==> src/rtl/tile_pkg.sv <==
// Sizes are fixed here for one map shape with stride 1; all coordinates must fit in CW bits.
package tile_pkg;

    // Feature map and tile sizes.
    localparam int FM_N   = 4; // Output channels.
    localparam int FM_M   = 3; // Input channels.
    localparam int FM_R   = 9; // Input rows.
    localparam int FM_C   = 9; // Input columns.
    localparam int TILE_N = 2; // Output channels covered by one tile.
    localparam int TILE_M = 2; // Input channels per tile.
    localparam int TILE_R = 4; // Tile height in rows.
    localparam int TILE_C = 4; // Tile width in columns.
    localparam int KERNEL = 3;
    localparam int STRIDE = 1;

    // Neighbouring tiles overlap by KERNEL-1, so the base step is the tile size
    // less that overlap, rounded down to a whole number of strides.
    localparam int ROW_STEP   = ((TILE_R + STRIDE - KERNEL) / STRIDE) * STRIDE;
    localparam int COL_STEP   = ((TILE_C + STRIDE - KERNEL) / STRIDE) * STRIDE;
    localparam int TILE_ELEMS = TILE_M * TILE_R * TILE_C; // 32 elements.
    localparam int RAM_DEPTH  = FM_M * FM_R * FM_C;       // 243 words.

    localparam int CW = 8; // Coordinate width.
    localparam int AW = 8; // RAM address width.
    localparam int DW = 8; // Data width.

    // Strides of the channel-major RAM layout, sized for address arithmetic.
    localparam logic [AW-1:0] PLANE_SIZE = AW'(FM_R * FM_C);
    localparam logic [AW-1:0] ROW_SIZE   = AW'(FM_C);

    // Tile descriptor handed from the scheduler to the fetcher.
    typedef struct packed {
        logic [CW-1:0] base_n;
        logic [CW-1:0] base_m;
        logic [CW-1:0] base_row;
        logic [CW-1:0] base_col;
        logic          final_tile; // Last tile of the run.
    } tile_t;

    // One element on the output stream, with absolute coordinates.
    typedef struct packed {
        logic [DW-1:0] data;
        logic [CW-1:0] n_base;       // Output-channel base of the owning tile.
        logic [CW-1:0] m;
        logic [CW-1:0] row;
        logic [CW-1:0] col;
        logic          pad;          // Zero-filled position outside the map.
        logic          last_in_tile;
    } elem_t;

endpackage
==> src/rtl/tile_stream_top.sv <==
// Loads and start pulses are dropped while busy; reload the RAM only between runs.
module tile_stream_top import tile_pkg::*; (
    input  logic          clk,
    input  logic          rst,
    input  logic          load_valid,
    input  logic [AW-1:0] load_addr,
    input  logic [DW-1:0] load_data,
    input  logic          start,
    output logic          busy,
    output logic          done,
    output elem_t         out,
    output logic          out_valid,
    input  logic          out_ready
);

    tile_t         desc;
    logic          desc_valid;
    logic          desc_ready;
    logic          tile_done;
    logic          rd_en;
    logic [AW-1:0] rd_addr;
    logic [DW-1:0] rd_data;
    logic          wr_en;
    logic          start_ok;

    assign wr_en    = load_valid && !busy; // No writes under a running fetch.
    assign start_ok = start && !busy;

    feature_ram ram_i (
        .clk     (clk),
        .wr_en   (wr_en),
        .wr_addr (load_addr),
        .wr_data (load_data),
        .rd_en   (rd_en),
        .rd_addr (rd_addr),
        .rd_data (rd_data)
    );

    tile_scheduler sched_i (
        .clk        (clk),
        .rst        (rst),
        .start      (start_ok),
        .desc       (desc),
        .desc_valid (desc_valid),
        .desc_ready (desc_ready),
        .tile_done  (tile_done),
        .busy       (busy),
        .done       (done)
    );

    tile_fetcher fetch_i (
        .clk        (clk),
        .rst        (rst),
        .desc       (desc),
        .desc_valid (desc_valid),
        .desc_ready (desc_ready),
        .rd_en      (rd_en),
        .rd_addr    (rd_addr),
        .rd_data    (rd_data),
        .out        (out),
        .out_valid  (out_valid),
        .out_ready  (out_ready),
        .tile_done  (tile_done)
    );

endmodule

==> src/rtl/tile_fetcher.sv <==
// Streams one tile at a time through a two-stage pipeline; positions past the map edge come out as zero pads.
module tile_fetcher import tile_pkg::*; (
    input  logic          clk,
    input  logic          rst,
    input  tile_t         desc,
    input  logic          desc_valid,
    output logic          desc_ready,
    output logic          rd_en,
    output logic [AW-1:0] rd_addr,
    input  logic [DW-1:0] rd_data,
    output elem_t         out,
    output logic          out_valid,
    input  logic          out_ready,
    output logic          tile_done
);

    tile_t tile_q; // Descriptor of the tile being fetched.

    logic active;  // Set from descriptor accept until the last element leaves.
    logic issuing; // Set while elements of the tile remain to be issued.

    // Local position inside the tile, channel outermost.
    logic [CW-1:0] lm;
    logic [CW-1:0] lr;
    logic [CW-1:0] lc;

    // Absolute coordinates of the element at the issue stage.
    logic [CW-1:0] abs_m;
    logic [CW-1:0] abs_row;
    logic [CW-1:0] abs_col;

    logic issue_pad;
    logic issue_last;
    logic adv;        // Both stages move this cycle.
    logic issue_fire;

    elem_t s1_q;     // Issue stage, waiting for its RAM word.
    logic  s1_valid;
    elem_t out_q;    // Output register.

    assign desc_ready = !active;

    assign abs_m   = tile_q.base_m + lm;
    assign abs_row = tile_q.base_row + lr;
    assign abs_col = tile_q.base_col + lc;

    assign issue_pad = (abs_m >= CW'(FM_M)) || (abs_row >= CW'(FM_R)) ||
                       (abs_col >= CW'(FM_C));
    assign issue_last = (lm == CW'(TILE_M - 1)) && (lr == CW'(TILE_R - 1)) &&
                        (lc == CW'(TILE_C - 1));

    // The pipeline advances when the output register is empty or emptying.
    assign adv        = !out_valid || out_ready;
    assign issue_fire = adv && issuing;

    // Pads never touch the RAM.
    assign rd_en   = issue_fire && !issue_pad;
    assign rd_addr = AW'(abs_m) * PLANE_SIZE + AW'(abs_row) * ROW_SIZE + AW'(abs_col);

    assign out       = out_q;
    assign tile_done = out_valid && out_ready && out_q.last_in_tile;

    // Control state and counters.
    always_ff @(posedge clk or posedge rst) begin
        if (rst) begin
            active    <= 1'b0;
            issuing   <= 1'b0;
            s1_valid  <= 1'b0;
            out_valid <= 1'b0;
            lm        <= '0;
            lr        <= '0;
            lc        <= '0;
        end else begin
            if (desc_valid && desc_ready) begin
                active  <= 1'b1;
                issuing <= 1'b1;
                lm      <= '0;
                lr      <= '0;
                lc      <= '0;
            end
            if (tile_done) begin
                active <= 1'b0; // Ready for the next descriptor.
            end
            if (adv) begin
                out_valid <= s1_valid;
                s1_valid  <= issuing;
            end
            if (issue_fire) begin
                if (issue_last) begin
                    issuing <= 1'b0;
                end
                // Column fastest, then row, then channel.
                lc <= (lc == CW'(TILE_C - 1)) ? '0 : lc + 1'b1;
                if (lc == CW'(TILE_C - 1)) begin
                    lr <= (lr == CW'(TILE_R - 1)) ? '0 : lr + 1'b1;
                    if (lr == CW'(TILE_R - 1)) begin
                        lm <= lm + 1'b1;
                    end
                end
            end
        end
    end

    // Payload registers.
    always_ff @(posedge clk) begin
        if (desc_valid && desc_ready) begin
            tile_q <= desc;
        end
        if (adv) begin
            // The RAM word for s1_q arrived this cycle and holds while stalled.
            out_q      <= s1_q;
            out_q.data <= s1_q.pad ? '0 : rd_data;
            s1_q <= '{
                data:         '0,
                n_base:       tile_q.base_n,
                m:            abs_m,
                row:          abs_row,
                col:          abs_col,
                pad:          issue_pad,
                last_in_tile: issue_last
            };
        end
    end

endmodule

==> src/rtl/tile_scheduler.sv <==
// One descriptor per tile in column, row, input channel, output channel order; start is ignored while busy.
module tile_scheduler import tile_pkg::*; (
    input  logic  clk,
    input  logic  rst,
    input  logic  start,
    output tile_t desc,
    output logic  desc_valid,
    input  logic  desc_ready,
    input  logic  tile_done,
    output logic  busy,
    output logic  done
);

    // Current tile bases. They only change on tile_done, so the descriptor
    // built from them holds steady until the fetcher takes it.
    logic [CW-1:0] base_n;
    logic [CW-1:0] base_m;
    logic [CW-1:0] base_row;
    logic [CW-1:0] base_col;

    // Last-value tests, one per loop level.
    logic last_n;
    logic last_m;
    logic last_row;
    logic last_col;
    logic final_tile;

    // A base is at its last value once one more step reaches the map edge.
    assign last_col = (base_col + CW'(COL_STEP)) >= CW'(FM_C);
    assign last_row = (base_row + CW'(ROW_STEP)) >= CW'(FM_R);
    assign last_m   = (base_m + CW'(TILE_M)) >= CW'(FM_M);
    assign last_n   = (base_n + CW'(TILE_N)) >= CW'(FM_N);

    assign final_tile = last_n && last_m && last_row && last_col; // Innermost to outermost all done.

    assign desc = '{
        base_n:     base_n,
        base_m:     base_m,
        base_row:   base_row,
        base_col:   base_col,
        final_tile: final_tile
    };

    always_ff @(posedge clk or posedge rst) begin
        if (rst) begin
            busy       <= 1'b0;
            done       <= 1'b0;
            desc_valid <= 1'b0;
            base_n     <= '0;
            base_m     <= '0;
            base_row   <= '0;
            base_col   <= '0;
        end else begin
            done <= 1'b0; // Single cycle pulse.
            if (start && !busy) begin
                // A new run always begins from the origin.
                busy       <= 1'b1;
                desc_valid <= 1'b1;
                base_n     <= '0;
                base_m     <= '0;
                base_row   <= '0;
                base_col   <= '0;
            end else if (busy) begin
                if (desc_valid && desc_ready) begin
                    desc_valid <= 1'b0; // Descriptor taken, wait for the tile to drain.
                end
                if (tile_done) begin
                    if (final_tile) begin
                        busy <= 1'b0;
                        done <= 1'b1;
                    end else begin
                        desc_valid <= 1'b1;
                        base_col   <= last_col ? '0 : base_col + CW'(COL_STEP);
                        // Each outer base moves only when every inner one wraps.
                        if (last_col) begin
                            base_row <= last_row ? '0 : base_row + CW'(ROW_STEP);
                        end
                        if (last_col && last_row) begin
                            base_m <= last_m ? '0 : base_m + CW'(TILE_M);
                        end
                        if (last_col && last_row && last_m) begin
                            base_n <= last_n ? '0 : base_n + CW'(TILE_N);
                        end
                    end
                end
            end
        end
    end

endmodule

==> src/rtl/feature_ram.sv <==
// Single clock RAM with no reset; contents are undefined until loaded, reads have one cycle latency.
module feature_ram import tile_pkg::*; (
    input  logic          clk,
    input  logic          wr_en,
    input  logic [AW-1:0] wr_addr,
    input  logic [DW-1:0] wr_data,
    input  logic          rd_en,
    input  logic [AW-1:0] rd_addr,
    output logic [DW-1:0] rd_data
);

    // Feature map storage, channel-major then row then column.
    logic [DW-1:0] mem [RAM_DEPTH];

    // Load port from the top level.
    always_ff @(posedge clk) begin
        if (wr_en) begin
            mem[wr_addr] <= wr_data; // Address is assumed below RAM_DEPTH.
        end
    end

    // Registered read. The word stays put while rd_en is low, which lets the
    // fetcher stall without losing an element that is already in flight.
    always_ff @(posedge clk) begin
        if (rd_en) begin
            rd_data <= mem[rd_addr];
        end
    end

endmodule

==> config.mk <==
export PLATFORM = sky130hd
export DESIGN_NAME = tile_stream_top
export DESIGN_NICKNAME = d
export VERILOG_FILES = /design/src/rtl/tile_pkg.sv /design/src/rtl/tile_stream_top.sv /design/src/rtl/tile_fetcher.sv /design/src/rtl/tile_scheduler.sv /design/src/rtl/feature_ram.sv
export SDC_FILE = /design/constraint.sdc
export NUM_CORES = 2
export LEC_CHECK = 0
export BUFFER_PORTS_ARGS = -buffer_cell sky130_fd_sc_hd__buf_2
export CAP_MARGIN = 25
export CORE_MARGIN = 2
export CORE_UTILIZATION = 55
export CTS_CLUSTER_SIZE = 28
export DETAILED_ROUTE_END_ITERATION = 10
export GPL_TIMING_DRIVEN = 0
export MAX_ROUTING_LAYER = met4
export PLACE_DENSITY = 0.71
export SYNTH_ARGS = -nofsm -noshare
export SYNTH_HDL_FRONTEND = slang
export SYNTH_HIERARCHICAL = 1
export SYNTH_SLANG_ARGS = --single-unit
==> constraint.sdc <==
create_clock -name clk -period 8.2 [get_ports clk]
set_input_delay 1.64 -clock clk [delete_from_list [all_inputs] [get_ports clk]]
set_output_delay 1.64 -clock clk [all_outputs]
set_load 0.05 [all_outputs]
==> out/qor.txt <==
CP Cell Sequence - ha_1 -> fa_1 -> xor2_1 -> ha_1 -> ha_1 -> ha_1 -> inv_1 -> fa_1 -> inv_1 -> ha_1 -> inv_1 -> fa_1 -> xnor2_1 -> buf_2 -> inv_2 -> buf_4 -> buf_2 -> nor2_2 -> buf_6 -> clkbuf_2 -> o21ai_0 -> a32oi_1 -> a211oi_2
Fin nets - 4,475
Final worst-path setup slack - -15.4 ps
DRT Pass-1 Iters - 6
Clock Pin Slew Worst Setup and Hold Paths - 60 ps
DRC viols - 0
First-pass GRT wire length - 348,000 µm
CTS Hold Bufs - 0
Core ar. - 152,000 µm²
Rel. slew slack - 19.6%
CTS tree - yes
Clock Skew - 33.4 ps
Worst Path Arrival - 8790 ps
Worst reg2reg endpoint - ram_i/rd_data[1]
Die H - 395 µm
CP Launch Point - fetch_i/lm[0]
Met3 usage - 11.2%
CP Depth - 23
Max Cap Violations - 0
Hpwl dp - 167,000 µm
Status - finished, violations left
GR Overflow Total - 0
Syn Area/Cell - 20.7 µm²
Final Hold Slack - 414 ps
Routability congestion estimate - 0.993
Drt initial violations - 7,477
CP max FO - 10
Skew-Pair Late Insertion Delay - 840 ps
Min Tclk post-route - 8220 ps
H-tree depth - 4
WL/cell - 38.9 µm
Area grow syn2layout - 12.9%
Violations in the final reports - setup timing
Register-to-Register Path Depth - 23
Global routing's busiest layer - met2
Gate Count Post-Synth - 4,056
Width of the die - 395 µm
CTS Sinks - 2,119
Hold path startpoint - fetch_i/s1_q[8]
Final wirelength - 257,000 µm
Max incr delay on CP - 600 ps
Drt via density - 6.92
Startpoint types - flop
Num CTS Buffers - 207
Layout cell share with drive strength beyond 1 - 25.0%
Critical path's top delay family - adder cells
Row cnt - 143
Largest net degree at the start of global routing - 169
Worst setup endpoint - ram_i/rd_data[1]
DR vias - 45,700
Unrepaired setup endpoints after global routing - no
Reg-to-reg slack, setup - -20 ps
Pre-CTS setup slack - -497 ps
Max clock buf depth - 3
Final Max Tran Viols - 0
I/O pins - 66
CP max-delay cell - buf_2
Total GRT Usage - 34.1%
Critical path type - reg -> reg
Post-CTS setup buffer count - 0
Crit path buf inv count - 9
Worst r2r src - fetch_i/lm[0]
Critical path capture point type - flop
CP dominant cell by count - ha_1
FMAX - 122 MHz
Setup-violating endpoint count in the final report - 1
Final Hold Viols - 0
Antenna violations before repair - 15
Met2 usage - 47.7%
Final ANT Viol Nets - 0
Initial Util - 55.4%
I/O Buffers - 65
Die area - 156,000 µm²
GR Util met1 - 43.7%
Worst Tran Pin Value - 1200 ps
Vias in the first global route - 43,000
Root Buffer - clkbuf_16
CP Data Required Time - 8770 ps
Post-Synthesis Cell Area - 84,100 µm²
Final worst-path cycle share - 100%
Warnings from Yosys - 6
Hold Path Class - reg -> reg
CTS resizes - 5
flip-flops by register name (all words and copies together) (netlist names), 7 cells and up:
name and cells:
fetch_i/out 42, fetch_i/tile_q 32, sched_i/base_col 7, ram_i/mem 1944, ram_i/rd_data 8, sched_i/base_m 7
sched_i/base_n 7, fetch_i/s1_q 34, fetch_i/lm 8, fetch_i/lr 8, fetch_i/lc 8, sched_i/base_row 7
worst reg2reg max path, cell delays in order, from the launching register on:
cell	delay [ps]
dfrtp_1	440
ha_1	250
fa_1	410
xor2_1	540
ha_1	360
ha_1	270
ha_1	270
inv_1	40
fa_1	420
inv_1	70
ha_1	160
inv_1	70
fa_1	460
xnor2_1	140
buf_2	290
inv_2	440
buf_4	480
buf_2	620
nor2_2	270
buf_6	250
clkbuf_2	350
o21ai_0	550
a32oi_1	280
a211oi_2	540
how the worst min path moves through the flow:
| stage | depth (start not counted) | slack [ps] | to |
|---|---|---|---|
| global route | 0 | 420 | fetch_i/out[33] |
| CTS | 0 | 410 | fetch_i/out[24] |
| global placement | 0 | 400 | fetch_i/out[24] |
| detailed placement | 0 | 400 | fetch_i/out[12] |
| finish | 0 | 410 | fetch_i/out[8] |
| floorplan | 0 | 400 | fetch_i/out[0] |
per-layer routing:
metal / vias to the layer above / wire [µm]
met4: 0 / 18800
met3: 804 / 38200
met5: - / 0
met1: 23800 / 86500
met2: 3715 / 114000
li1: 17400 / -
cell type report:
cell class                 instances  area [µm²]
sequential                      2119       63300
multi-input combinational       1680       19400
fill                           10300       57000
clock buffer                     257        5490
antenna                           18        45.0
clock inverter                   129        1360
timing repair buffer             115        1280
buffer                           208        1280
tap                             2030        2540
inverter                          51         191
per-stage QoR:
| step | area (µm²) | instances | utilization, % | setup TNS [ps] |
|---|---|---|---|---|
| floorplan | 84100 | 4059 | - | 0 |
| global placement | 87000 | 6154 | 57.3 | -4740 |
| detailed placement | 87900 | 6195 | 57.9 | -1850 |
| CTS | 94800 | 6580 | 62.4 | 0 |
| global route | 94900 | 6598 | 62.5 | 0 |
| finish | 94900 | 6607 | 62.5 | -15.4 |
layout by cell type (no fill, tap or decap), drive strengths merged, types with 29 or more instances in the layout:
master  instances
buf           243
inv            59
a22oi          39
clkinv         88
dfrtp          59
edfxtp       2060
nand3          36
mux4          533
nor2          308
mux2i          62
nand2b         29
o21ai          60
and3           31
nand2         124
a21oi          44
clkbuf        336
ha             58
nor2b          38
Power is not shown: default switching activity piles up to over one toggle a cycle in this logic, so the estimate is an artifact.
